===== src/hw/tone_defines.svh =====
/* frame, sample, magnitude and credit sizes shared by the tone separator */

`ifndef TONE_DEFINES_SVH
`define TONE_DEFINES_SVH

// samples per frame, also the number of spectrum bins
`define FRAME_LEN 1024

// address and bin index width, log2 of FRAME_LEN
`define ADDR_W 10

`define SAMPLE_W 8   // raw adc sample
`define MAG_W 16     // magnitude word from the engine

// credits granted by the transform engine
`define XF_CREDITS 4

// holds 0..XF_CREDITS
`define CREDIT_W 3

// offset-binary midpoint of the adc
`define ADC_OFFSET 128

`endif


===== src/hw/dsp_pkg.sv =====
/* data-side types: raw and signed samples, bin indices, magnitudes */

`default_nettype none

`include "tone_defines.svh"

package dsp_pkg;

    // offset binary, straight from the adc pins
    typedef logic [`SAMPLE_W-1:0] adc_sample_t;

    // two's complement, midpoint removed
    typedef logic signed [`SAMPLE_W-1:0] xf_sample_t;

    typedef logic [`ADDR_W-1:0] bin_idx_t;  // sample address or bin number

    // unsigned spectrum magnitude
    typedef logic [`MAG_W-1:0] bin_mag_t;

endpackage : dsp_pkg

`default_nettype wire


===== src/hw/peak_finder.sv =====
/* two-largest search over in-band spectrum bins
   result registered on peak_done, ordered by bin index */

`timescale 1ns/1ps
`default_nettype none

`include "tone_defines.svh"

module peak_finder import dsp_pkg::*; (
    input  wire      AD0_CLK,
    input  wire      rst,
    input  wire      peak_clear,
    input  wire      bin_valid,
    input  wire      peak_done,
    input  wire      bin_idx_t bin_idx,
    input  wire      bin_mag_t bin_mag,
    output bin_idx_t tone_lo_idx,
    output bin_idx_t tone_hi_idx,
    output bin_mag_t tone_lo_mag,
    output bin_mag_t tone_hi_mag
);

    bin_idx_t best_idx;
    bin_mag_t best_mag;
    bin_idx_t sec_idx;
    bin_mag_t sec_mag;
    logic     in_band;

    // skip dc and the upper mirror half
    assign in_band = bin_valid && (bin_idx != '0) && (bin_idx < (`FRAME_LEN / 2));

    // strictly greater displaces, so an equal later bin loses
    always_ff @(posedge AD0_CLK) begin
        if (rst || peak_clear) begin
            best_idx <= '0;
            best_mag <= '0;
            sec_idx  <= '0;
            sec_mag  <= '0;
        end else if (in_band) begin
            if (bin_mag > best_mag) begin
                sec_idx  <= best_idx;  // old best slides down
                sec_mag  <= best_mag;
                best_idx <= bin_idx;
                best_mag <= bin_mag;
            end else if (bin_mag > sec_mag) begin
                sec_idx <= bin_idx;
                sec_mag <= bin_mag;
            end
        end
    end

    // empty slots stay at index 0 and sort to lo
    always_ff @(posedge AD0_CLK) begin
        if (rst || peak_clear) begin
            tone_lo_idx <= '0;
            tone_lo_mag <= '0;
            tone_hi_idx <= '0;
            tone_hi_mag <= '0;
        end else if (peak_done) begin
            if (best_idx < sec_idx) begin
                tone_lo_idx <= best_idx;
                tone_lo_mag <= best_mag;
                tone_hi_idx <= sec_idx;
                tone_hi_mag <= sec_mag;
            end else begin
                tone_lo_idx <= sec_idx;
                tone_lo_mag <= sec_mag;
                tone_hi_idx <= best_idx;
                tone_hi_mag <= best_mag;
            end
        end
    end

endmodule : peak_finder

`default_nettype wire


===== config.mk =====
export PLATFORM = sky130hd
export DESIGN_NAME = peak_finder
export DESIGN_NICKNAME = d
export VERILOG_FILES = /design/src/hw/dsp_pkg.sv /design/src/hw/peak_finder.sv
export VERILOG_INCLUDE_DIRS = /design/src /design/src/hw
export SDC_FILE = /design/constraint.sdc
export NUM_CORES = 1
export LEC_CHECK = 0
export ABC_AREA = 1
export BUFFER_PORTS_ARGS = -buffer_cell sky130_fd_sc_hd__buf_2
export CORE_MARGIN = 2
export CORE_UTILIZATION = 45
export DETAILED_ROUTE_END_ITERATION = 8
export HOLD_SLACK_MARGIN = 0.05
export PLACE_DENSITY = 0.63
export SETUP_SLACK_MARGIN = 0.3
export SYNTH_ARGS = -nofsm -noshare
export SYNTH_HDL_FRONTEND = slang
export SYNTH_SLANG_ARGS = --single-unit
export TNS_END_PERCENT = 100

===== constraint.sdc =====
create_clock -name AD0_CLK -period 3.6 [get_ports AD0_CLK]
set_input_delay 0.9 -clock AD0_CLK [delete_from_list [all_inputs] [get_ports AD0_CLK]]
set_output_delay 0.9 -clock AD0_CLK [all_outputs]
set_load 0.01 [all_outputs]

Word-level counts from Yosys, hierarchy flattened
Index checks and enable logic that the tools add are counted.
{ "word_totals": {"register_bits": 104, "in_bits": 31, "elab_cells": 27} }
{ "op_classes": {"n_lt_le_gt_ge": 4, "muxes": 8, "n_reduce_logical": 7} }
{ "ops": {"columns": ["operator", "count"], "rows": [
  ["two-way mux 16 bit", 4],
  ["two-way mux 10 bit", 4],
  ["> comparator 16 bit", 2],
  ["less-than comparator 10 bit", 1],
  ["less-than comparator 10 bit, second input constant", 1],
  ["nonzero test 10 bit", 1],
  ["AND reduction 2 bit", 2],
  ["logical AND 1 bit", 2],
  ["nonzero test 2 bit", 1],
  ["logical OR 1 bit", 1]
]} }

Longest topological paths before layout
Gate-level depths: netlist of run 1.
{ "depth": {"ltp_word": 4, "ltp_mapped": 17, "depth_no_buf": 16} }

Worst setup path before layout of run 1
No wires, ideal clock.
{ "synth_path": {"kind": "input port to flip-flop", "startpoint": "input port bin_mag[15]", "endpoint": "register sec_idx[0]", "setup_time_ps": 111, "arrival_ps": 2280, "path_slack_ps": 1209, "cell_stages": 11, "cell_sequence": "ha_1 > nand2_1 > nor3_4 > nand2_1 > nand2_4 > nand2_4 > nand2_1 > nand2_2 > buf_4 > nor2_1 > nor2_1"} }
{ "synth_via": {"elab_chain_cells": 3} }
{ "synth_lines": {"columns": ["item", "line_no", "source"], "rows": [
  ["start: declaration", "peak_finder.sv:16", "input wire bin_mag_t bin_mag,"],
  ["> comparator 16 bit, on equally long branches", "peak_finder.sv:40, peak_finder.sv:45", null],
  ["nonzero test 2 bit (no source line)", null, null],
  ["AND reduction 2 bit (no source line)", null, null],
  ["end signal: assignment", "peak_finder.sv:41", "sec_idx <= best_idx;"],
  ["end signal: assignment", "peak_finder.sv:46", "sec_idx <= bin_idx;"],
  ["end: declaration", "peak_finder.sv:25", "bin_idx_t sec_idx;"]
]} }
Parallel ways exist; a longest one is shown, timed or not.
A chain may end at the register's enable or synchronous reset.

Final worst setup path of run 1
{ "layout_path": {"startpoint": "input port bin_mag[11]", "endpoint": "register sec_mag[11]"} }
{ "layout_via": {"elab_chain_cells": 3} }
{ "layout_lines": {"columns": ["item", "line_no", "source"], "rows": [
  ["> comparator 16 bit, on equally long branches", "peak_finder.sv:40, peak_finder.sv:45", null],
  ["nonzero test 2 bit (no source line)", null, null],
  ["AND reduction 2 bit (no source line)", null, null],
  ["end signal: assignment", "peak_finder.sv:42", "sec_mag <= best_mag;"],
  ["end signal: assignment", "peak_finder.sv:47", "sec_mag <= bin_mag;"],
  ["end: declaration", "peak_finder.sv:26", "bin_mag_t sec_mag;"]
]} }
Parallel ways exist; a longest one is shown, timed or not. The select of a mux whose other input is x is not followed.

==> flow_summary.yaml, run 1 <==
status:
  status: "complete, no violations"
yosys:
  yosys.area_share.simple: 0.297
  ys_top_cells_by_area: "dfxtp_1, nand2_1, a21oi_1"
  yosysWarnings: 0
  muxShareOfSynthArea: 0
  yosysTopAreaCell: "dfxtp_1"
  yosys.cell_types.count: 23
  synth_top_cell_area_share: 0.366
  ys_ff_latch: 104
  yosys.area_share.adder: 0.0903
  syn-instance-count: 857
  synth_compound_area_frac: 0.161
  synth_area_sq_mm: 0.00568
  syn-num-nets: 929
  synth_xor_area_frac: 0
  ys_seq_area_frac: 0.366
  synth_top_family_by_area: "simple AND/OR/NAND/NOR gates"
  avgSynthCellArea_sq_um: 6.63
setup_path:
  critical_path.endpoint: "sec_mag[11]"
  slowest_delay_ps: 380
  critPathSlowestCell: "buf_4"
  cp_cell_sequence: "buf_2 > ha_1 > nand4_1 > nor3_4 > nand3_4 > nand3_4 > buf_4 > nand3_1 > nand2_1 > nor2_1"
  rr_worst_depth: 10
  crit_top_cell: "nand3_4"
  crit_family: "simple AND/OR/NAND/NOR gates"
  worstPathRequired_ps: 3850
  startpoint_type: "input port"
  cp_max_fo: 31
  crit_start: "bin_mag[11]"
  end_kind: "register"
  cp_num_buf_inv: 2
  reg2reg_from: "sec_idx[3]"
  r2r_slack_ps: 1150
  crit_type: "in2reg"
  crit_arrival_ps: 2780
  path_depth: 10
  r2r-end: "tone_lo_idx[6]"
die:
  row_count: 41
  die_h_microns: 116
  core_sq_mm: 0.0125
  die_area_sq_mm: 0.0135
  ios: 83
  die_w_microns: 116
  start_util: 0.456
timing:
  setup_viol: 0
  timing.hold.ws_ps: 460
  worstMarginPinSlew_ps: 647
  timing_hold_violations_final: 0
  fin_skew_ps: 6.48
  maxSlewViolCount: 0
  slew-limit-headroom: 0.569
  rsz0062_at_grt: "no"
  tns_ps: 0
  fmax_mhz: 395
  fin_crit_sh: 0.704
  min_period_ps: 2530
routing:
  wl_per_cell_microns: 13.7
  drt_wl_total_mm: 15.0
  drt_iter0_drc: 357
  route.detailed.drc: 0
  via_count: 5526
  ant_nets: 0
  firstDrtPassIters: 6
  via_per_inst: 5.05
pwr:
  p_leak_uw: 0.00314
  p_per_area_mw_per_mm2: 458
  vdd_drop_max_uv: 243
clocking:
  cts_max_level: 3
  clockBufferDepth: 2
  cts_setup_buffers: 0
  clk_pin_slew_ps: 70
  cts_buffers: 9
  cts_tree: "done"
  root_buffer: "clkbuf_16"
  ctsHoldBuffers: 0
  insertion_delay_ps: 360
  cts_resized: 0
  cts.sinks: 104
grt:
  grt_max_degree: 63
  grt.total_usage: 0.239
  grt_remaining_overflow: 0
  antenna_found_initial: 0
  grt_pass1_vias: 5138
  grt_pass1_wl_mm: 25.6
layout:
  layout-drive-gt1-share: 0.137
  layout_common_cells: "nand2_1, a21oi_1, nor2_1"
  nets: 990
  area_growth_pct: 15.8
  diodes: 0
  final_common_cell: "nand2_1"
run:
  cap_violations: 0
placement:
  port_buffers: 82
  gp_congestion: 0.842
  hpwl_mm: 10.2
worst_hold_path:
  hp-class: "reg2reg"
-- power breakdown --
group	switching [uW]	total (uW)	internal (uW)
sequential	32.7	1250	1210
clock	446	1070	625
combinational	463	700	237
total	941	3020	2070
-- worst min path at each step --
stage                    startpoint               to  slack (ps)  depth (start not counted)
detailed placement  tone_hi_mag[12]  tone_hi_mag[12]         450                          2
floorplan               best_idx[9]      best_idx[9]         470                          2
global placement     tone_lo_mag[1]   tone_lo_mag[1]         450                          2
finish               tone_hi_idx[5]   tone_hi_idx[5]         460                          2
CTS                 tone_hi_mag[12]  tone_hi_mag[12]         460                          2
global route        tone_hi_mag[12]  tone_hi_mag[12]         480                          2
-- stage by stage --
step | total power [uW] | cell area (sq um) | setup slack [ps] | instances | utilization
CTS | 3030 | 6580 | 1060 | 1095 | 0.528
finish | 3020 | 6580 | 1070 | 1095 | 0.528
floorplan | 1760 | 5680 | 1210 | 857 | -
global placement | 1960 | 6260 | 729 | 1079 | 0.502
detailed placement | 1970 | 6260 | 699 | 1079 | 0.502
global route | 3190 | 6580 | 798 | 1095 | 0.528
-- synth_stat cells, drive strengths merged --
cell	count
nand2	230
nor2	121
a21oi	120
dfxtp	104
inv	67
nand3	59
o21ai	57
ha	41
clkbuf	32
buf	18
o21a	3
a21o	1
and2	1
clkinv	1
nand4	1
nor3	1
-- per-layer routing --
metal / global-route usage / share of wire / up-vias
met1: 0.350 / 0.51 / 2446
li1: - / - / 2893
met2: 0.354 / 0.42 / 168
met5: 0 / 0 / -
met4: 0.0921 / 0.019 / 0
met3: 0.0348 / 0.057 / 19
-- kinds of logic (layout without fill, tap and decap cells) --
group / Yosys count / after routing
simple gates: 413 / 413
buf+inv: 118 / 184
flops: 104 / 104
compound gates: 181 / 181
fa+ha+maj: 41 / 41
-- layout make-up --
| type | instances | area, sq um |
|---|---|---|
| Inverter | 68 | 255 |
| Tap cell | 172 | 215 |
| Fill cell | 1302 | 5890 |
| Clock buffer | 10 | 239 |
| Multi-Input combinational cell | 635 | 3140 |
| Clock inverter | 6 | 82.6 |
| Sequential cell | 104 | 2080 |
| Timing Repair Buffer | 100 | 571 |
-- flip-flops by register name, indices dropped and copies added, names as in the netlist --
register,flops
tone_hi_idx,10
sec_idx,10
tone_hi_mag,16
sec_mag,16
tone_lo_mag,16
tone_lo_idx,10
best_idx,10
best_mag,16
-- worst register-to-register path, cell delays in order (launching register included) --
cell and delay (ps):
dfxtp_1 330, inv_1 70, ha_1 290, a21oi_1 160, o21ai_0 100, nand2_1 100
nand3_4 490, buf_4 440, a21oi_1 130, o21ai_0 120, a21oi_1 140
No activity file was read; power rests on OpenSTA's default activity.
==> run 2: changes to the inputs <==
--- a/config.mk
+++ b/config.mk
@@ -6,13 +6,13 @@
 export SDC_FILE = /design/constraint.sdc
 export NUM_CORES = 1
 export LEC_CHECK = 0
-export ABC_AREA = 1
+export ABC_AREA = 0
 export BUFFER_PORTS_ARGS = -buffer_cell sky130_fd_sc_hd__buf_2
 export CORE_MARGIN = 2
 export CORE_UTILIZATION = 45
 export DETAILED_ROUTE_END_ITERATION = 8
 export HOLD_SLACK_MARGIN = 0.05
-export PLACE_DENSITY = 0.63
+export PLACE_DENSITY = 0.66
 export SETUP_SLACK_MARGIN = 0.3
 export SYNTH_ARGS = -nofsm -noshare
 export SYNTH_HDL_FRONTEND = slang
==> constraint.sdc (replaced) <==
create_clock -name AD0_CLK -period 2.3 [get_ports AD0_CLK]
set_input_delay 0.575 -clock AD0_CLK [delete_from_list [all_inputs] [get_ports AD0_CLK]]
set_output_delay 0.575 -clock AD0_CLK [all_outputs]
set_load 0.01 [all_outputs]
==> run 2 against run 1 <==
Net effect: the flow now finishes with violations (negative setup slack); count of clock-buffer cells in the layout is 1 lower; final cell count is 9.4% lower; combinational power grew to 2.7 times the previous value; sequential power is 52% higher; die area is 6.8% lower; design area is 25% higher; core utilization is 19 points higher; routed wire length is 45% higher; synthesized area is 7.0% lower; hold slack better by 41 ps; critical endpoint is now sec_idx[8].
==> flow_summary.yaml, run 2 <==
yosys:
  ys_async_sr_fraction: 0
  yosysMostFrequentCell: "nand2_1"
  synth_edf_count: 0
  yosysWarnings: 0
  synth_top_cell_area_share: 0.394
  ys_seq_area_frac: 0.394
  yosysTopAreaCell: "dfxtp_1"
  yosys-top-cells-count: "nand2_1, dfxtp_1, a31oi_1"
  synth_area_sq_mm: 0.00529
  ys_top_cells_by_area: "dfxtp_1, nand2_1, ha_1"
  avgSynthCellArea_sq_um: 7.91
  yosys.cell_types.count: 40
  syn-num-nets: 740
  ys_ff_latch: 104
  synth-main-ff-cell: "dfxtp_1"
  syn-instance-count: 668
routing:
  drt_wl_total_mm: 21.8
  via_count: 6236
  ant_nets: 0
  route.detailed.drc: 0
  drt_iter0_drc: 733
  firstDrtPassIters: 6
  wl_per_cell_microns: 22.0
  via_per_inst: 6.29
layout:
  nets: 916
  area_growth_pct: 55.2
  layout_common_cells: "dfxtp_1, nand2_1, buf_2"
  final_common_cell: "dfxtp_1"
  diodes: 0
  final_util: 0.718
  layout-drive-gt1-share: 0.439
  fill_cells: 769
timing:
  rsz0062_at_grt: "yes"
  slew-limit-headroom: 0.580
  maxSlewViolCount: 0
  timing_hold_violations_final: 0
  fmax_mhz: 386
  timing.hold.ws_ps: 501
  min_period_ps: 2590
  worstMarginPinSlew_ps: 630
  tns_ps: -10420
  worst_slack_ps: -291
  setup_viol: 52
  fin_skew_ps: 7.51
  fin_crit_sh: 1.13
setup_path:
  r2r_slack_ps: -290
  startpoint_type: "register"
  cp_max_fo: 6
  rr_worst_depth: 9
  crit_arrival_ps: 2830
  worstPathRequired_ps: 2540
  crit_type: "reg2reg"
  end_kind: "register"
die:
  core_sq_mm: 0.0114
  row_count: 39
  start_util: 0.463
  die_area_sq_mm: 0.0126
  ios: 83
  die_h_microns: 112
  die_w_microns: 112
worst_hold_path:
  hp-class: "in2reg"
  whs_path_depth: 3
pwr:
  vdd_drop_max_uv: 489
  p_per_area_mw_per_mm2: 675
  p_leak_uw: 0.00346
placement:
  place_ws_ps: -559
  hpwl_mm: 10.7
  gp_congestion: 0.940
  port_buffers: 82
clocking:
  clk_pin_slew_ps: 80
  insertion_delay_ps: 360
  cts.sinks: 104
  root_buffer: "clkbuf_16"
  cts_max_level: 3
  cts_buffers: 9
  clockBufferDepth: 2
  cts_tree: "done"
  ctsHoldBuffers: 0
status:
  status: "finished, violations left"
  violations: "negative setup slack"
run:
  cap_violations: 0
grt:
  grt_remaining_overflow: 0
  grt_max_degree: 105
  grt_pass1_vias: 5457
  grt.total_usage: 0.293
  grt_pass1_wl_mm: 29.2
  antenna_found_initial: 0
run 2: cell count changes after synthesis, moves of 9 or more:
| cell | change |
|---|---|
| nand3_1 | -41 |
| a21oi_1 | -81 |
| o21ai_1 | +13 |
| inv_1 | -26 |
| nand2_1 | -74 |
| mux2i_1 | +24 |
| nor2_1 | -101 |
| o21ai_0 | +9 |
| a31oi_1 | +67 |
run 2: critical path, stage by stage (launching register included):
cell	delay, ps
dfxtp_2	350
inv_2	60
ha_4	270
nand4_1	250
or4_4	630
nor2b_4	180
buf_6	140
a22o_4	300
o21ai_1	210
a21oi_1	70
run 2: layout make-up:
cell class	count	area, sq um	share of cell area
clock buffer	9	225	0.0275
sequential	104	2090	0.255
tap	143	179	0.0218
inverter	41	154	0.0188
clock inverter	7	96.3	0.0117
timing repair buffer	200	1760	0.215
multi-input combinational	488	3690	0.450
run 2: what timing repair did:
action                                  in CTS  in global routing
endpoints found under the setup margin     104                104
resized for setup                           80                138
cloned                                      17                  8
setup buffers                               13                 11
pin swaps                                   48                122
run 2: logic make-up (layout without fill, tap and decap cells):
| kind of cell | Yosys count | in the layout | share of synthesized area |
|---|---|---|---|
| DFF | 104 | 104 | 0.394 |
| muxes | 24 | 24 | 0.0455 |
| buffers and inverters | 88 | 257 | 0.0765 |
| adders and majority gates | 41 | 41 | 0.0971 |
| and+or+nand+nor | 209 | 211 | 0.168 |
| AOI/OAI and AO/OA | 202 | 212 | 0.219 |
run 2: final timing paths:
| path | endpoint | from |
|---|---|---|
| setup / recovery | sec_idx[8] | best_mag[14] |
| hold / removal | best_mag[0] | bin_mag[0] |
| setup reg to reg | sec_idx[8] | best_mag[14] |
| hold reg to reg | tone_lo_idx[9] | tone_lo_idx[9] |
run 2: layer usage:
layer | part of all wire | vias up | track usage
met1 | 0.39 | 2978 | 0.406
met4 | 0.051 | 0 | 0.102
met2 | 0.46 | 435 | 0.465
met3 | 0.10 | 105 | 0.0502
met5 | 0 | - | 0
li1 | - | 2718 | -
run 2: through the flow:
step,cell area (sq um),cells,power [uW]
finish,8200,992,5540
global placement,6340,927,2750
floorplan,5330,668,2490
detailed placement,6340,927,2770
global route,8200,992,5630
CTS,7400,973,4910
run 2: report_power, final:
part | internal, uW | switching (uW)
clock | 955 | 758
combinational | 866 | 1060
sequential | 1860 | 38.8
total | 3680 | 1850
==> run 3: changes to the inputs <==
--- a/config.mk
+++ b/config.mk
@@ -11,6 +11,7 @@
 export CORE_MARGIN = 2
 export CORE_UTILIZATION = 45
 export DETAILED_ROUTE_END_ITERATION = 8
+export GPL_TIMING_DRIVEN = 0
 export HOLD_SLACK_MARGIN = 0.05
 export PLACE_DENSITY = 0.66
 export SETUP_SLACK_MARGIN = 0.3
==> run 3 against run 2 <==
Net effect: the run still ends with negative setup slack left; critical endpoint unchanged; non-clock buffer count shrank 33; sequential share of layout area up 3.4 points; largest cell class unchanged; worst setup slack improved by 100 ps; register-to-register slack improved by 100 ps; routed wire length fell by 16%; critical path depth rose by 2; die area is the same.
==> flow_summary.yaml, run 3 (synthesis gave the netlist of run 2 again) <==
status:
  status: "finished, violations left"
  violations: "negative setup slack"
clocking:
  clk_pin_slew_ps: 70
  cts_max_level: 3
  cts_tree: "done"
  cts.sinks: 104
  root_buffer: "clkbuf_16"
  insertion_delay_ps: 360
  ctsHoldBuffers: 0
  cts_buffers: 9
  clockBufferDepth: 2
timing:
  min_period_ps: 2490
  fmax_mhz: 402
  fin_skew_ps: 8.77
  slew-limit-headroom: 0.512
  worst_slack_ps: -187
  worstMarginPinSlew_ps: 733
  maxSlewViolCount: 0
  rsz0062_at_grt: "yes"
  fin_crit_sh: 1.08
  setup_viol: 45
  timing_hold_violations_final: 0
  timing.hold.ws_ps: 475
setup_path:
  r2r_slack_ps: -190
  worstPathRequired_ps: 2570
  crit_arrival_ps: 2760
  rr_worst_depth: 11
  crit_type: "reg2reg"
  r2r-end: "sec_idx[8]"
  cp_max_fo: 10
  reg2reg_from: "best_mag[1]"
  end_kind: "register"
  startpoint_type: "register"
die:
  die_area_sq_mm: 0.0126
  core_sq_mm: 0.0114
  die_h_microns: 112
  die_w_microns: 112
  row_count: 39
  start_util: 0.463
  ios: 83
placement:
  port_buffers: 81
  placed_cell_area_sq_mm: 0.00591
  hpwl_mm: 11.8
  gp_congestion: 0.898
worst_hold_path:
  min_from: "bin_mag[0]"
  hp-class: "in2reg"
  whs_path_depth: 3
  min_to: "best_mag[0]"
pwr:
  p_per_area_mw_per_mm2: 643
  p_leak_uw: 0.00292
  vdd_drop_max_uv: 409
layout:
  final_common_cell: "nand2_1"
  area_growth_pct: 41.5
  diodes: 0
  layout_common_cells: "nand2_1, buf_2, dfxtp_1"
  layout-drive-gt1-share: 0.398
  nets: 872
  fin_area_sq_mm: 0.00748
  final_util: 0.655
grt:
  grt_util_met3: 0.0562
  use_met1: 0.381
  antenna_found_initial: 0
  grt_pass1_vias: 5095
  grt_util_met2: 0.422
  grt_remaining_overflow: 0
  gr-max-usage-layer: "met2"
  grt_max_degree: 17
  grt.total_usage: 0.269
  grt_pass1_wl_mm: 27.0
routing:
  via_per_inst: 5.80
  route.detailed.drc: 0
  drt_iter0_drc: 498
  drt_wl_total_mm: 18.2
  ant_nets: 0
  via_count: 5500
  wl_per_cell_microns: 19.2
  firstDrtPassIters: 5
run:
  cap_violations: 0
-- run 3: critical path, stage by stage (launching register included) --
cell and delay, ps:
dfxtp_4 360, inv_4 30, ha_4 210, nor2b_4 120, o211ai_1 220, a2111oi_2 100, or4b_4 490, buf_6 150
buf_4 140, a22o_4 290, buf_8 160, a21oi_1 140
-- run 3: worst max-delay path by stage --
stage               cells after the start   startpoint           to
finish                                 11  best_mag[1]   sec_idx[8]
floorplan                              10   bin_mag[1]   sec_mag[3]
global route                           11  best_mag[1]   sec_idx[8]
detailed placement                     11  bin_mag[14]  sec_mag[14]
global placement                       11  bin_mag[14]   sec_mag[4]
CTS                                    11  best_mag[1]  sec_mag[11]
-- run 3: cell type report --
| type | count | area, sq um |
|---|---|---|
| clock inverter | 4 | 30.0 |
| multi-input combinational | 477 | 3410 |
| tap | 143 | 179 |
| inverter | 41 | 156 |
| buffer | 47 | 398 |
| sequential | 104 | 2170 |
| timing repair buffer | 120 | 891 |
| fill | 934 | 3940 |
| clock buffer | 12 | 246 |
-- run 3: timing repair --
action | 4_1_cts | 5_1_grt
setup endpoints to repair | 104 | 104
gates cloned | 8 | 3
resized for setup | 119 | 124
pin swaps | 37 | 86
setup buffers | 20 | 9
-- run 3: layer usage --
| layer | routed length [microns] | vias to the layer above |
|---|---|---|
| li1 | - | 2606 |
| met1 | 7880 | 2623 |
| met2 | 8600 | 248 |
| met3 | 1530 | 23 |
| met4 | 241 | 0 |
| met5 | 0 | - |
-- run 3: through the flow --
step	power, uW	std cells	setup slack (ps)	TNS, ps
after CTS	4470	936	-124	-3680
after floorplan	2490	668	-215	-6360
after global placement	2740	892	-533	-24660
final	4810	948	-187	-5270
after global routing	4970	948	-257	-7640
after detailed placement	2760	892	-553	-27060
-- run 3: power by group --
part / leakage (uW) / switching (uW) / internal [uW]
combinational: 0.00192 / 758 / 657
clock: 0.000133 / 710 / 768
sequential: 0.000866 / 69.6 / 1850
