### src/hw/tone_defines.svh
/* frame, sample, magnitude and credit sizes shared by the tone separator */

`ifndef TONE_DEFINES_SVH
`define TONE_DEFINES_SVH

// samples per frame, also the number of spectrum bins
`define FRAME_LEN 1024

// address and bin index width, log2 of FRAME_LEN
`define ADDR_W 10

`define SAMPLE_W 8   // raw adc sample
`define MAG_W 16     // magnitude word from the engine

// credits granted by the transform engine
`define XF_CREDITS 4

// holds 0..XF_CREDITS
`define CREDIT_W 3

// offset-binary midpoint of the adc
`define ADC_OFFSET 128

`endif

### src/hw/dsp_pkg.sv
/* data-side types: raw and signed samples, bin indices, magnitudes */

`default_nettype none

`include "tone_defines.svh"

package dsp_pkg;

    // offset binary, straight from the adc pins
    typedef logic [`SAMPLE_W-1:0] adc_sample_t;

    // two's complement, midpoint removed
    typedef logic signed [`SAMPLE_W-1:0] xf_sample_t;

    typedef logic [`ADDR_W-1:0] bin_idx_t;  // sample address or bin number

    // unsigned spectrum magnitude
    typedef logic [`MAG_W-1:0] bin_mag_t;

endpackage : dsp_pkg

`default_nettype wire

### src/hw/frame_counter.sv
/* index counter shared by capture, send and collect, with terminal flag */

`timescale 1ns/1ps
`default_nettype none

`include "tone_defines.svh"

module frame_counter import dsp_pkg::*; (
    input  wire      AD0_CLK,
    input  wire      rst,
    input  wire      cnt_clear,  // wins over cnt_step
    input  wire      cnt_step,
    output bin_idx_t cnt_value,
    output logic     cnt_last
);

    // phases never overlap, so one counter serves all of them
    always_ff @(posedge AD0_CLK) begin
        if (rst || cnt_clear) begin
            cnt_value <= '0;
        end else if (cnt_step) begin
            cnt_value <= cnt_value + 1'b1;  // wraps to 0 after the last index
        end
    end

    // terminal index, seen in the same cycle
    assign cnt_last = (cnt_value == bin_idx_t'(`FRAME_LEN - 1));

endmodule : frame_counter

`default_nettype wire

### config.mk
export PLATFORM = sky130hd
export DESIGN_NAME = frame_counter
export DESIGN_NICKNAME = d
export VERILOG_FILES = /design/src/hw/dsp_pkg.sv /design/src/hw/frame_counter.sv
export VERILOG_INCLUDE_DIRS = /design/src /design/src/hw
export SDC_FILE = /design/constraint.sdc
export NUM_CORES = 1
export LEC_CHECK = 0
export ABC_AREA = 1
export BUFFER_PORTS_ARGS = -buffer_cell sky130_fd_sc_hd__buf_2
export CAP_MARGIN = 25
export CORE_AREA = 2 2 39 41
export DETAILED_ROUTE_END_ITERATION = 10
export DIE_AREA = 0 0 41 43
export HOLD_SLACK_MARGIN = 0.05
export PLACE_DENSITY = 0.66
export SLEW_MARGIN = 20
export SYNTH_ARGS = -nofsm -noshare
export SYNTH_HDL_FRONTEND = slang
export SYNTH_SLANG_ARGS = --single-unit
### constraint.sdc
create_clock -name AD0_CLK -period 1.5 [get_ports AD0_CLK]
set_input_delay 0.45 -clock AD0_CLK [delete_from_list [all_inputs] [get_ports AD0_CLK]]
set_output_delay 0.45 -clock AD0_CLK [all_outputs]
set_load 0.02 [all_outputs]
### After elaboration in Yosys (flattened, before gate mapping)

Cells that the tools add are included.

| word-level totals | value |
|---|---|
| register bits after elaboration | 10 |

| cells by class | value |
|---|---|
| equality and inequality tests | 1 |
| add/sub/neg operators | 1 |
| reduce and logical (&&, ||, !) cells | 1 |

Operators by type and width:

| cell | number |
|---|---|
| $add 10x1->10 const B | 1 |
| $eq 10x10->1 const B | 1 |
| $logic_or 1x1->1 | 1 |

### Longest topological paths before layout

Gate-level depths: netlist (run 1).

| logic depth | value |
|---|---|
| depth in word-level cells | 1 |
| depth in mapped cells | 6 |
| depth with buffers taken out | 6 |

### Least setup slack after synthesis (run 1)

OpenSTA, ideal clock, no wires.

| timing path | value |
|---|---|
| path type | reg-to-output |
| start | register cnt_value[0] |
| end | output port cnt_last |
| cell stages (with the launch flop) | 5 |
| arrival | 1.207 ns |
| setup slack | -0.157 ns |
| path buffers | 0 |
| path through | dfxtp_1 > ha_1 > nand3_1 > nor2_2 > and3_2 |

| on the way | value |
|---|---|
| word-level cells in the longest chain between the ends | 1 |

Ends and longest elaborated chain:

| what | RTL line | text |
|---|---|---|
| start: declaration | frame_counter.sv:13 | `output bin_idx_t cnt_value,` |
| start signal: assignment | frame_counter.sv:22 | `cnt_value <= cnt_value + 1'b1;` |
| $eq 10x10->1 | frame_counter.sv:27 | `` assign cnt_last = (cnt_value == bin_idx_t'(`FRAME_LEN - 1)); `` |
| end: declaration | frame_counter.sv:14 | `output logic cnt_last` |

Every way passes these cells.

### Final worst setup path (run 1)

| timing path | value |
|---|---|
| start | register cnt_value[1] |
| end | output port cnt_last |

The elaborated chain is that of the path after synthesis.

==> flow_summary.json, run 1 <==
{
  "synth_async_sr_flop_share_pct": 0,
  "cp.required_ns": 1.05,
  "most_used_flip_flop_cell_after_synthesis": "sky130_fd_sc_hd__dfxtp_1",
  "layout_top_registers": "cnt_value (10)",
  "critPathArrivalTime_ns": 1.26,
  "worst_r2r_startpoint": "cnt_value[1]$_SDFFE_PP0P_",
  "start_util_pct": 36.2,
  "rows": 14,
  "gp_congestion": 0.776,
  "cts_tree": "yes",
  "core_area_um2": 1380,
  "cts.hold.buffers_added": 0,
  "compound_cell_area_share_of_the_yosys_netlist_pct": 11.0,
  "critPathCaptureType": "primary output",
  "regToRegSetupSlack_ns": 0.32,
  "irDropWorstVdd_uv": 389,
  "half_perimeter_wire_length_after_detailed_placement_um": 886,
  "power.density_nw_per_um2": 705,
  "grt_setup_unrepaired": "yes",
  "cap_viol_max_count": 0,
  "period_share_pct": 114,
  "yosysSeqAreaShare_pct": 40.0,
  "groute.usage.overall_pct": 16.5,
  "n_antenna_cell": 0,
  "main_combinational_cell_family_by_area_after_synthesis": "simple AND/OR/NAND/NOR gates",
  "grt_first_pass_wirelength_um": 1950,
  "overall_overflow_remaining_after_global_route": 0,
  "timing.final.max_slew_violations": 0,
  "detailroute.via_count": 546,
  "max_slew.worst_pin.slew_ns": 0.185,
  "clock_tree.htree_level_count": 1,
  "clock_latency_ns": 0.27,
  "utilization_pct": 51.8,
  "yosys.area.top_type": "sky130_fd_sc_hd__dfxtp_1",
  "hold_path_class": "input port to flop",
  "synthDominantCellAreaShare_pct": 40.0,
  "initial_antenna_violation_count": 0,
  "cts_buffer_depth": 2,
  "worst_hold_path.endpoint": "cnt_value[1]$_SDFFE_PP0P_",
  "p_total_mw": 0.505,
  "io_buffer_count": 14,
  "floorplan.die.height_um": 43,
  "timing.slew.headroom_pct": 87.7,
  "grt_max_degree": 10,
  "drt_pre_antenna_iters": 4,
  "total_leakage_power_nw": 0.316,
  "finalHoldViolCount": 0,
  "synth-xor-area-share_pct": 0,
  "average_size_of_a_mapped_cell_um2": 7.05,
  "cell_area_synth_um2": 500,
  "groute.layer.met2.usage_pct": 23.1,
  "post_synth_main_area_contributors": "sky130_fd_sc_hd__dfxtp_1 40%, sky130_fd_sc_hd__nand2_1 11%, sky130_fd_sc_hd__nor2_1 9.0%, sky130_fd_sc_hd__a21oi_1 8.0%, sky130_fd_sc_hd__nand3_1 8.0%",
  "grt_use_met3_pct": 3.14,
  "synth_edf_count": 0,
  "ys_warn_count": 0,
  "synth.top_cells.by_count": "14 x sky130_fd_sc_hd__nand2_1, 12 x sky130_fd_sc_hd__nor2_1, 10 x sky130_fd_sc_hd__dfxtp_1",
  "clock_tree_root_buffer_cell": "sky130_fd_sc_hd__clkbuf_4",
  "first_iter_violations": 19,
  "via_count_of_the_first_global_routing_pass": 463,
  "outcome": "finished, violations left",
  "yosys-mux-area-fraction_pct": 0,
  "worst_setup_hold_path_clk_slew_ns": 0.06,
  "die_area_um2": 1760,
  "drcViolationCount": 0,
  "setup_ws_ns": -0.215,
  "largest_register_ff_count": 10,
  "violations": "setup timing",
  "post_synth_fa_ha_maj_area_fraction_pct": 2.50,
  "worst-setup-path-type": "flop to primary output",
  "tritoncts_num_sinks": 10,
  "yosys.area_share.simple_pct": 39.0,
  "timing.reg2reg.worst_path_depth": 8,
  "post_synth_num_cell_types": 15,
  "yosys_register_bits": 10,
  "wl_per_cell_um": 10.9,
  "reg2reg_to": "cnt_value[6]$_SDFFE_PP0P_",
  "gr-max-usage-layer": "met2",
  "post_route_cells_drive_above_1_share_pct": 37.5,
  "route.antenna.remaining_nets": 0,
  "clock-skew-final_ns": 0.00630,
  "syn2layout_area_growth_pct": 43.3,
  "number_of_nets_produced_by_synthesis": 76,
  "cts-buffers-inserted": 3,
  "timing.hold.worst.start": "rst",
  "drt-vias-per-instance": 4.88,
  "final-setup-viol-count": 1,
  "holdPathStages": 4,
  "die_x_extent_um": 41,
  "detail_route.wirelength_um": 1220,
  "finish.net_count": 102,
  "regMostFlops": "cnt_value",
  "global_route.usage.met1_pct": 22.4,
  "synth.most_common_cell": "sky130_fd_sc_hd__nand2_1",
  "achievable-frequency_mhz": 583,
  "post_route_minimum_period_ns": 1.71,
  "post_synth_inst_count": 71,
  "critPathLaunchType": "flop",
  "timing.critical_path.fanout_max": 2,
  "top_level_ports": 15
}
[critical path: stages, from the launching register on]
cell	delay (ns)
sky130_fd_sc_hd__dfxtp_4	0.36
sky130_fd_sc_hd__ha_4	0.14
sky130_fd_sc_hd__nand3_4	0.09
sky130_fd_sc_hd__nor2_4	0.11
sky130_fd_sc_hd__and3_4	0.19
sky130_fd_sc_hd__buf_6	0.11
[kinds of logic after synthesis]
group / after synthesis
flip-flops: 10
buffers and inverters: 9
AO/OA/AOI/OAI: 11
adder cells (fa/ha/maj): 1
AND/OR/NAND/NOR: 40
[layout make-up]
class | count | area (um^2)
multi-input combinational | 52 | 297
tap | 16 | 20.0
sequential | 10 | 208
fill | 149 | 667
clock buffer | 4 | 26.3
inverter | 8 | 30.0
timing repair buffer | 22 | 136
[power breakdown]
| part | total (mW) | switching, mW | internal, mW |
|---|---|---|---|
| sequential | 0.267 | 0.00186 | 0.265 |
| combinational | 0.0358 | 0.0214 | 0.0145 |
| clock | 0.203 | 0.0999 | 0.103 |
[what timing repair did]
action / 4_1_cts / 5_1_grt
gates resized for setup: 5 / 0
pin swaps: 2 / 0
cloned: 0 / 0
setup buffers: 3 / 0
endpoints found under the setup margin: 1 / 1
hold endpoints to repair: 0 / 0
[worst max-delay path by stage]
stage | start | end | slack (ns)
finish | cnt_value[1]$_SDFFE_PP0P_ | cnt_last | -0.21
global route | cnt_value[1]$_SDFFE_PP0P_ | cnt_last | -0.26
detailed placement | cnt_value[0]$_SDFFE_PP0P_ | cnt_last | -0.06
floorplan | cnt_value[3]$_SDFFE_PP0P_ | cnt_last | 0.01
global placement | cnt_value[0]$_SDFFE_PP0P_ | cnt_last | -0.04
CTS | cnt_value[1]$_SDFFE_PP0P_ | cnt_last | -0.21
[layout by cell type, fill, tap and decap left out]
master / synthesis / routed
sky130_fd_sc_hd__o21ai_1: 1 / 1
sky130_fd_sc_hd__clkbuf_1: 0 / 1
sky130_fd_sc_hd__nand3_1: 8 / 7
sky130_fd_sc_hd__dfxtp_4: 0 / 2
sky130_fd_sc_hd__ha_4: 0 / 1
sky130_fd_sc_hd__nand3_2: 1 / 1
sky130_fd_sc_hd__and3_4: 0 / 1
sky130_fd_sc_hd__buf_2: 0 / 13
sky130_fd_sc_hd__inv_2: 1 / 1
sky130_fd_sc_hd__buf_4: 1 / 8
sky130_fd_sc_hd__nand3_4: 0 / 1
sky130_fd_sc_hd__dfxtp_1: 10 / 8
sky130_fd_sc_hd__o21ai_0: 2 / 2
sky130_fd_sc_hd__nor2_4: 3 / 4
sky130_fd_sc_hd__nand2_1: 14 / 14
sky130_fd_sc_hd__buf_6: 0 / 1
sky130_fd_sc_hd__a21oi_1: 8 / 8
sky130_fd_sc_hd__inv_1: 7 / 7
sky130_fd_sc_hd__nor2_1: 12 / 12
sky130_fd_sc_hd__clkbuf_4: 0 / 3
[per-layer routing]
layer | part of all wire (%) | vias up
met4 | 2.0 | 0
met1 | 47 | 249
met2 | 47 | 12
met5 | 0 | -
met3 | 3.4 | 4
li1 | - | 281
[stage by stage]
| stage | std cells | TNS [ns] | area [um^2] | worst slack (ns) | hold slack [ns] |
|---|---|---|---|---|---|
| after floorplan | 71 | 0 | 524 | 0.0113 | 0.504 |
| after global routing | 112 | -0.260 | 717 | -0.260 | 0.485 |
| after detailed placement | 105 | -0.0637 | 644 | -0.0637 | 0.483 |
| final | 112 | -0.215 | 717 | -0.215 | 0.456 |
| after global placement | 105 | -0.0389 | 644 | -0.0389 | 0.474 |
| after CTS | 112 | -0.206 | 717 | -0.206 | 0.451 |
Note: power is estimated with default switching activity, not from simulation.
==> run 2: changes to the inputs <==
==> constraint.sdc (replaced) <==
create_clock -name AD0_CLK -period 1.5 [get_ports AD0_CLK]
set_input_delay 0.075 -clock AD0_CLK [delete_from_list [all_inputs] [get_ports AD0_CLK]]
set_output_delay 0.075 -clock AD0_CLK [all_outputs]
set_load 0.02 [all_outputs]
==> run 2 against run 1 <==
  * The run now ends clean
  * Cell count shrank 7.1%
  * Final area shrank 12%
  * Die area is the same
  * Highest routed layer unchanged
==> flow_summary.json, run 2 (synthesis results as in run 1) <==
{
  "overall_overflow_remaining_after_global_route": 0,
  "largest_register_ff_count": 10,
  "power.density_nw_per_um2": 764,
  "cts_buffer_depth": 2,
  "timing.critical_path.fanout_max": 5,
  "initial_antenna_violation_count": 0,
  "cap_viol_max_count": 0,
  "floorplan.die.height_um": 43,
  "post-place-ws_ns": 0.215,
  "outcome": "finished, final reports clean",
  "rows": 14,
  "cp_slowest_stage_delay_ns": 0.37,
  "final-setup-viol-count": 0,
  "timing.final.max_slew_violations": 0,
  "layout_top_registers": "cnt_value (10)",
  "groute.usage.overall_pct": 13.7,
  "clock_tree.htree_level_count": 1,
  "setup_ws_ns": 0.0881,
  "worst_r2r_startpoint": "cnt_value[0]$_SDFFE_PP0P_",
  "cts.hold.buffers_added": 0,
  "start_util_pct": 36.2,
  "via_count_of_the_first_global_routing_pass": 413,
  "regMostFlops": "cnt_value",
  "finalHoldViolCount": 0,
  "worst_setup_hold_path_clk_slew_ns": 0.07,
  "n_antenna_cell": 0,
  "critPathCaptureType": "primary output",
  "first_iter_violations": 19,
  "period_share_pct": 94.1,
  "detail_route.wirelength_um": 996,
  "die_area_um2": 1760,
  "io_buffer_count": 14,
  "total_leakage_power_nw": 0.277,
  "core_area_um2": 1380,
  "critPathLaunchType": "flop",
  "final_cell_count_no_fill": 104,
  "timing.slew.headroom_pct": 84.8,
  "reg2reg_to": "cnt_value[6]$_SDFFE_PP0P_",
  "crit_family": "flip-flops",
  "clock_latency_ns": 0.26,
  "worst_hold_path.endpoint": "cnt_value[1]$_SDFFE_PP0P_",
  "drt-vias-per-instance": 4.88,
  "timing.reg2reg.worst_path_depth": 7,
  "hold_path_class": "input port to flop",
  "die_x_extent_um": 41,
  "post_route_cells_drive_above_1_share_pct": 33.0,
  "multiInputGateArea_um2": 270,
  "clock-skew-final_ns": 0.00514,
  "top_level_ports": 15,
  "worst-setup-path-type": "flop to primary output",
  "achievable-frequency_mhz": 708,
  "wl_per_cell_um": 9.58,
  "timing.hold.worst.start": "rst",
  "half_perimeter_wire_length_after_detailed_placement_um": 721,
  "detailroute.via_count": 507,
  "cts-buffers-inserted": 3,
  "worst_path_max_delay_cell": "sky130_fd_sc_hd__dfxtp_4",
  "timing.critical_path.buf_inv": 1,
  "utilization_pct": 45.4,
  "route.antenna.remaining_nets": 0,
  "cts_tree": "yes",
  "critPathArrivalTime_ns": 1.34,
  "cp.required_ns": 1.42,
  "tritoncts_num_sinks": 10,
  "post_route_minimum_period_ns": 1.41,
  "clock_tree_root_buffer_cell": "sky130_fd_sc_hd__clkbuf_4",
  "numPlacedInstances": 100,
  "most-common-layout-cells": "14 x sky130_fd_sc_hd__nand2_1, 13 x sky130_fd_sc_hd__buf_2, 12 x sky130_fd_sc_hd__nor2_1",
  "drcViolationCount": 0,
  "holdPathStages": 4,
  "mostFrequentLayoutCell": "sky130_fd_sc_hd__nand2_1",
  "irDropWorstVdd_uv": 258,
  "finish.net_count": 95,
  "grt_first_pass_wirelength_um": 1590,
  "area.sequential_um2": 205,
  "gp_congestion": 0.776,
  "drt_pre_antenna_iters": 4,
  "max_slew.worst_pin.slew_ns": 0.228,
  "fillerInstances": 151,
  "dpl_cell_area_um2": 583,
  "path_cells": "ha_2 > nand3_2 > nor2_2 > and3_2 > buf_4",
  "postLayoutCellArea_um2": 628,
  "regToRegSetupSlack_ns": 0.33,
  "syn2layout_area_growth_pct": 25.5,
  "grt_max_degree": 10
}
==> run 2: changes by cell type in the layout (fill, tap and decap cells not counted), sizes merged <==
cell and change:
buf -7, clkbuf -1
==> run 2: tightest hold or removal path, stage by stage <==
cell and delay, ns:
sky130_fd_sc_hd__buf_2 0.10, sky130_fd_sc_hd__nor2_4 0.06, sky130_fd_sc_hd__inv_1 0.06, sky130_fd_sc_hd__a21oi_1 0.04
==> run 2: worst max-delay path by stage <==
stage / to / slack (ns) / depth (start not counted) / from
detailed placement: cnt_last / 0.21 / 5 / cnt_value[0]$_SDFFE_PP0P_
global placement: cnt_last / 0.24 / 5 / cnt_value[0]$_SDFFE_PP0P_
CTS: cnt_last / 0.01 / 5 / cnt_value[0]$_SDFFE_PP0P_
global route: cnt_last / -0.003 / 5 / cnt_value[0]$_SDFFE_PP0P_
floorplan: cnt_last / 0.22 / 4 / cnt_value[0]$_SDFFE_PP0P_
finish: cnt_last / 0.09 / 5 / cnt_value[0]$_SDFFE_PP0P_
==> run 2: layout make-up <==
cell class	instances	share of cell area (%)
clock buffer	3	3.59
inverter	8	4.78
multi-input combinational	52	43.0
sequential	10	32.7
tap	16	3.19
timing repair buffer	15	12.7
==> run 2: repair_timing <==
| action | CTS | global route |
|---|---|---|
| setup endpoints to repair | 1 | 1 |
| gates resized for setup | 3 | 3 |
| pin swaps | 1 | 1 |
| setup buffers | 1 | 0 |
| gates cloned | 0 | 0 |
==> run 2: through the flow <==
step / setup TNS (ns) / power (mW) / hold WS, ns
2_1_floorplan: 0 / 0.296 / 0.235
3_3_place_gp: 0 / 0.304 / 0.376
3_5_place_dp: 0 / 0.304 / 0.379
4_1_cts: 0 / 0.487 / 0.0980
5_1_grt: -0.00333 / 0.510 / 0.108
6_report: 0 / 0.480 / 0.102
==> run 2: where the power goes <==
group / internal [mW] / switching (mW) / total [mW] / leakage [nW]
sequential: 0.266 / 0.00229 / 0.269 / 0.0819
combinational: 0.0103 / 0.0187 / 0.0289 / 0.181
clock: 0.0925 / 0.0896 / 0.182 / 0.0138
==> run 2: metal layers <==
metal / global-route usage, % / up-vias / part of all wire (%)
met5: 0 / - / 0
met4: 10.0 / 0 / 1.7
met3: 4.71 / 2 / 3.9
met2: 17.8 / 10 / 47
met1: 17.8 / 230 / 47
li1: - / 265 / -
==> run 3: changes to the inputs <==
Settings changed: CTS_BUF_LIST set to sky130_fd_sc_hd__clkbuf_8.
==> run 3 against run 2 <==
  * Critical path depth did not move
  * Worst setup slack improved by 0.012 ns
  * Fmax rose by 0.82%
  * Flip-flop and latch count did not move
  * Highest routed layer unchanged
  * Clock power rose by 49%
==> flow_summary.json, run 3 (synthesis results as in run 1) <==
{
  "route.antenna.remaining_nets": 0,
  "grt_first_pass_wirelength_um": 1590,
  "fillerInstances": 147,
  "detail_route.wirelength_um": 980,
  "power.density_nw_per_um2": 894,
  "groute.usage.overall_pct": 13.8,
  "initial_antenna_violation_count": 0,
  "detailroute.via_count": 517,
  "regMostFlops": "cnt_value",
  "hold_path_class": "input port to flop",
  "rows": 14,
  "drt_pre_antenna_iters": 4,
  "wl_per_cell_um": 9.42,
  "first_iter_violations": 19,
  "clock-skew-final_ns": 0.00214,
  "final-setup-viol-count": 0,
  "grt_setup_unrepaired": "no",
  "start_util_pct": 36.2,
  "setup-tns-final_ns": 0,
  "utilization_pct": 46.2,
  "max_slew.worst_pin.slew_ns": 0.219,
  "post_route_cells_drive_above_1_share_pct": 31.8,
  "met1_length_um": 457,
  "via_count_of_the_first_global_routing_pass": 400,
  "total_leakage_power_nw": 0.285,
  "finish.net_count": 95,
  "cap_viol_max_count": 0,
  "mostFrequentLayoutCell": "sky130_fd_sc_hd__nand2_1",
  "syn2layout_area_growth_pct": 27.7,
  "n_antenna_cell": 0,
  "critPathCaptureType": "primary output",
  "timing.critical_path.fanout_max": 5,
  "layout_top_registers": "cnt_value (10)",
  "met2WireLength_um": 431,
  "worst_setup_hold_path_clk_slew_ns": 0.05,
  "clock_latency_ns": 0.23,
  "drcViolationCount": 0,
  "setup_ws_ns": 0.0997,
  "grt_max_degree": 10,
  "holdWs_ns": 0.135,
  "die_area_um2": 1760,
  "finalHoldViolCount": 0,
  "routed-wl-met3_um": 59,
  "achievable-frequency_mhz": 714,
  "post-place-ws_ns": 0.215,
  "cts_tree": "yes",
  "floorplan.die.height_um": 43,
  "post_route_minimum_period_ns": 1.40,
  "core_area_um2": 1380,
  "clock_tree_root_buffer_cell": "sky130_fd_sc_hd__clkbuf_8",
  "gp_congestion": 0.776,
  "drt-vias-per-instance": 4.97,
  "die_x_extent_um": 41,
  "dpl_cell_area_um2": 583,
  "cts_buffer_depth": 2,
  "half_perimeter_wire_length_after_detailed_placement_um": 721,
  "most-common-layout-cells": "14 x sky130_fd_sc_hd__nand2_1, 13 x sky130_fd_sc_hd__buf_2, 12 x sky130_fd_sc_hd__nor2_1",
  "irDropWorstVdd_uv": 444,
  "postLayoutCellArea_um2": 639,
  "cts.hold.buffers_added": 0,
  "critPathLaunchType": "flop",
  "largest_register_ff_count": 10,
  "critPathArrivalTime_ns": 1.33,
  "top_signal_layer_used": "met4",
  "overall_overflow_remaining_after_global_route": 0,
  "io_buffer_count": 14,
  "top_level_ports": 15,
  "outcome": "finished, final reports clean",
  "cp.required_ns": 1.42,
  "timing.final.max_slew_violations": 0,
  "tritoncts_num_sinks": 10,
  "timing.slew.headroom_pct": 85.4,
  "clock_tree.htree_level_count": 1,
  "period_share_pct": 93.4,
  "worst-setup-path-type": "flop to primary output",
  "cts-buffers-inserted": 3
}
==> run 3: changes by cell type in the layout (fill, tap and decap cells not counted) <==
cell and delta:
sky130_fd_sc_hd__nand3_1 +1, sky130_fd_sc_hd__clkbuf_4 -3, sky130_fd_sc_hd__dfxtp_2 +1, sky130_fd_sc_hd__dfxtp_4 -1
sky130_fd_sc_hd__clkbuf_8 +3, sky130_fd_sc_hd__nand3_2 -1
==> run 3: worst paths after layout <==
| check | start | endpoint | slack (ns) | cells after the start |
|---|---|---|---|---|
| hold reg to reg | cnt_value[0]$_SDFFE_PP0P_ | cnt_value[0]$_SDFFE_PP0P_ | 0.46 | 1 |
| setup / recovery | cnt_value[0]$_SDFFE_PP0P_ | cnt_last | 0.1 | 5 |
| setup reg to reg | cnt_value[0]$_SDFFE_PP0P_ | cnt_value[6]$_SDFFE_PP0P_ | 0.32 | 7 |
| hold / removal | rst | cnt_value[7]$_SDFFE_PP0P_ | 0.14 | 4 |
==> run 3: cell type report <==
type	instances	area, um^2	share of cell area [%]
inverter	8	30.0	4.70
tap	16	20.0	3.13
timing repair buffer	15	80.1	12.5
multi-input combinational	52	265	41.5
clock buffer	3	41.3	6.46
sequential	10	203	31.7
==> run 3: critical path, cell delays in order, from the launching register on <==
cell and delay [ns]:
sky130_fd_sc_hd__dfxtp_2 0.36, sky130_fd_sc_hd__ha_2 0.20, sky130_fd_sc_hd__nand3_1 0.11, sky130_fd_sc_hd__nor2_2 0.12, sky130_fd_sc_hd__and3_2 0.18, sky130_fd_sc_hd__buf_4 0.13
==> run 3: per-layer routing <==
layer | track usage (%) | vias to the layer above
met1 | 17.8 | 232
met4 | 10.0 | 0
met2 | 18.1 | 16
met3 | 4.71 | 4
li1 | - | 265
met5 | 0 | -
==> run 3: power breakdown <==
part	internal [mW]	switching, mW
Sequential	0.269	0.00218
Clock	0.175	0.0970
Combinational	0.0103	0.0184
Total	0.454	0.118
==> run 3: what timing repair did <==
action,in CTS,in global routing
setup endpoints to repair,1,1
gates resized for setup,2,2
setup buffers,1,0
pin swaps,1,1
==> run 3: metrics by stage <==
step	total power, mW	std cells
2_1_floorplan	0.296	71
3_3_place_gp	0.304	100
3_5_place_dp	0.304	100
4_1_cts	0.581	104
5_1_grt	0.599	104
6_report	0.572	104
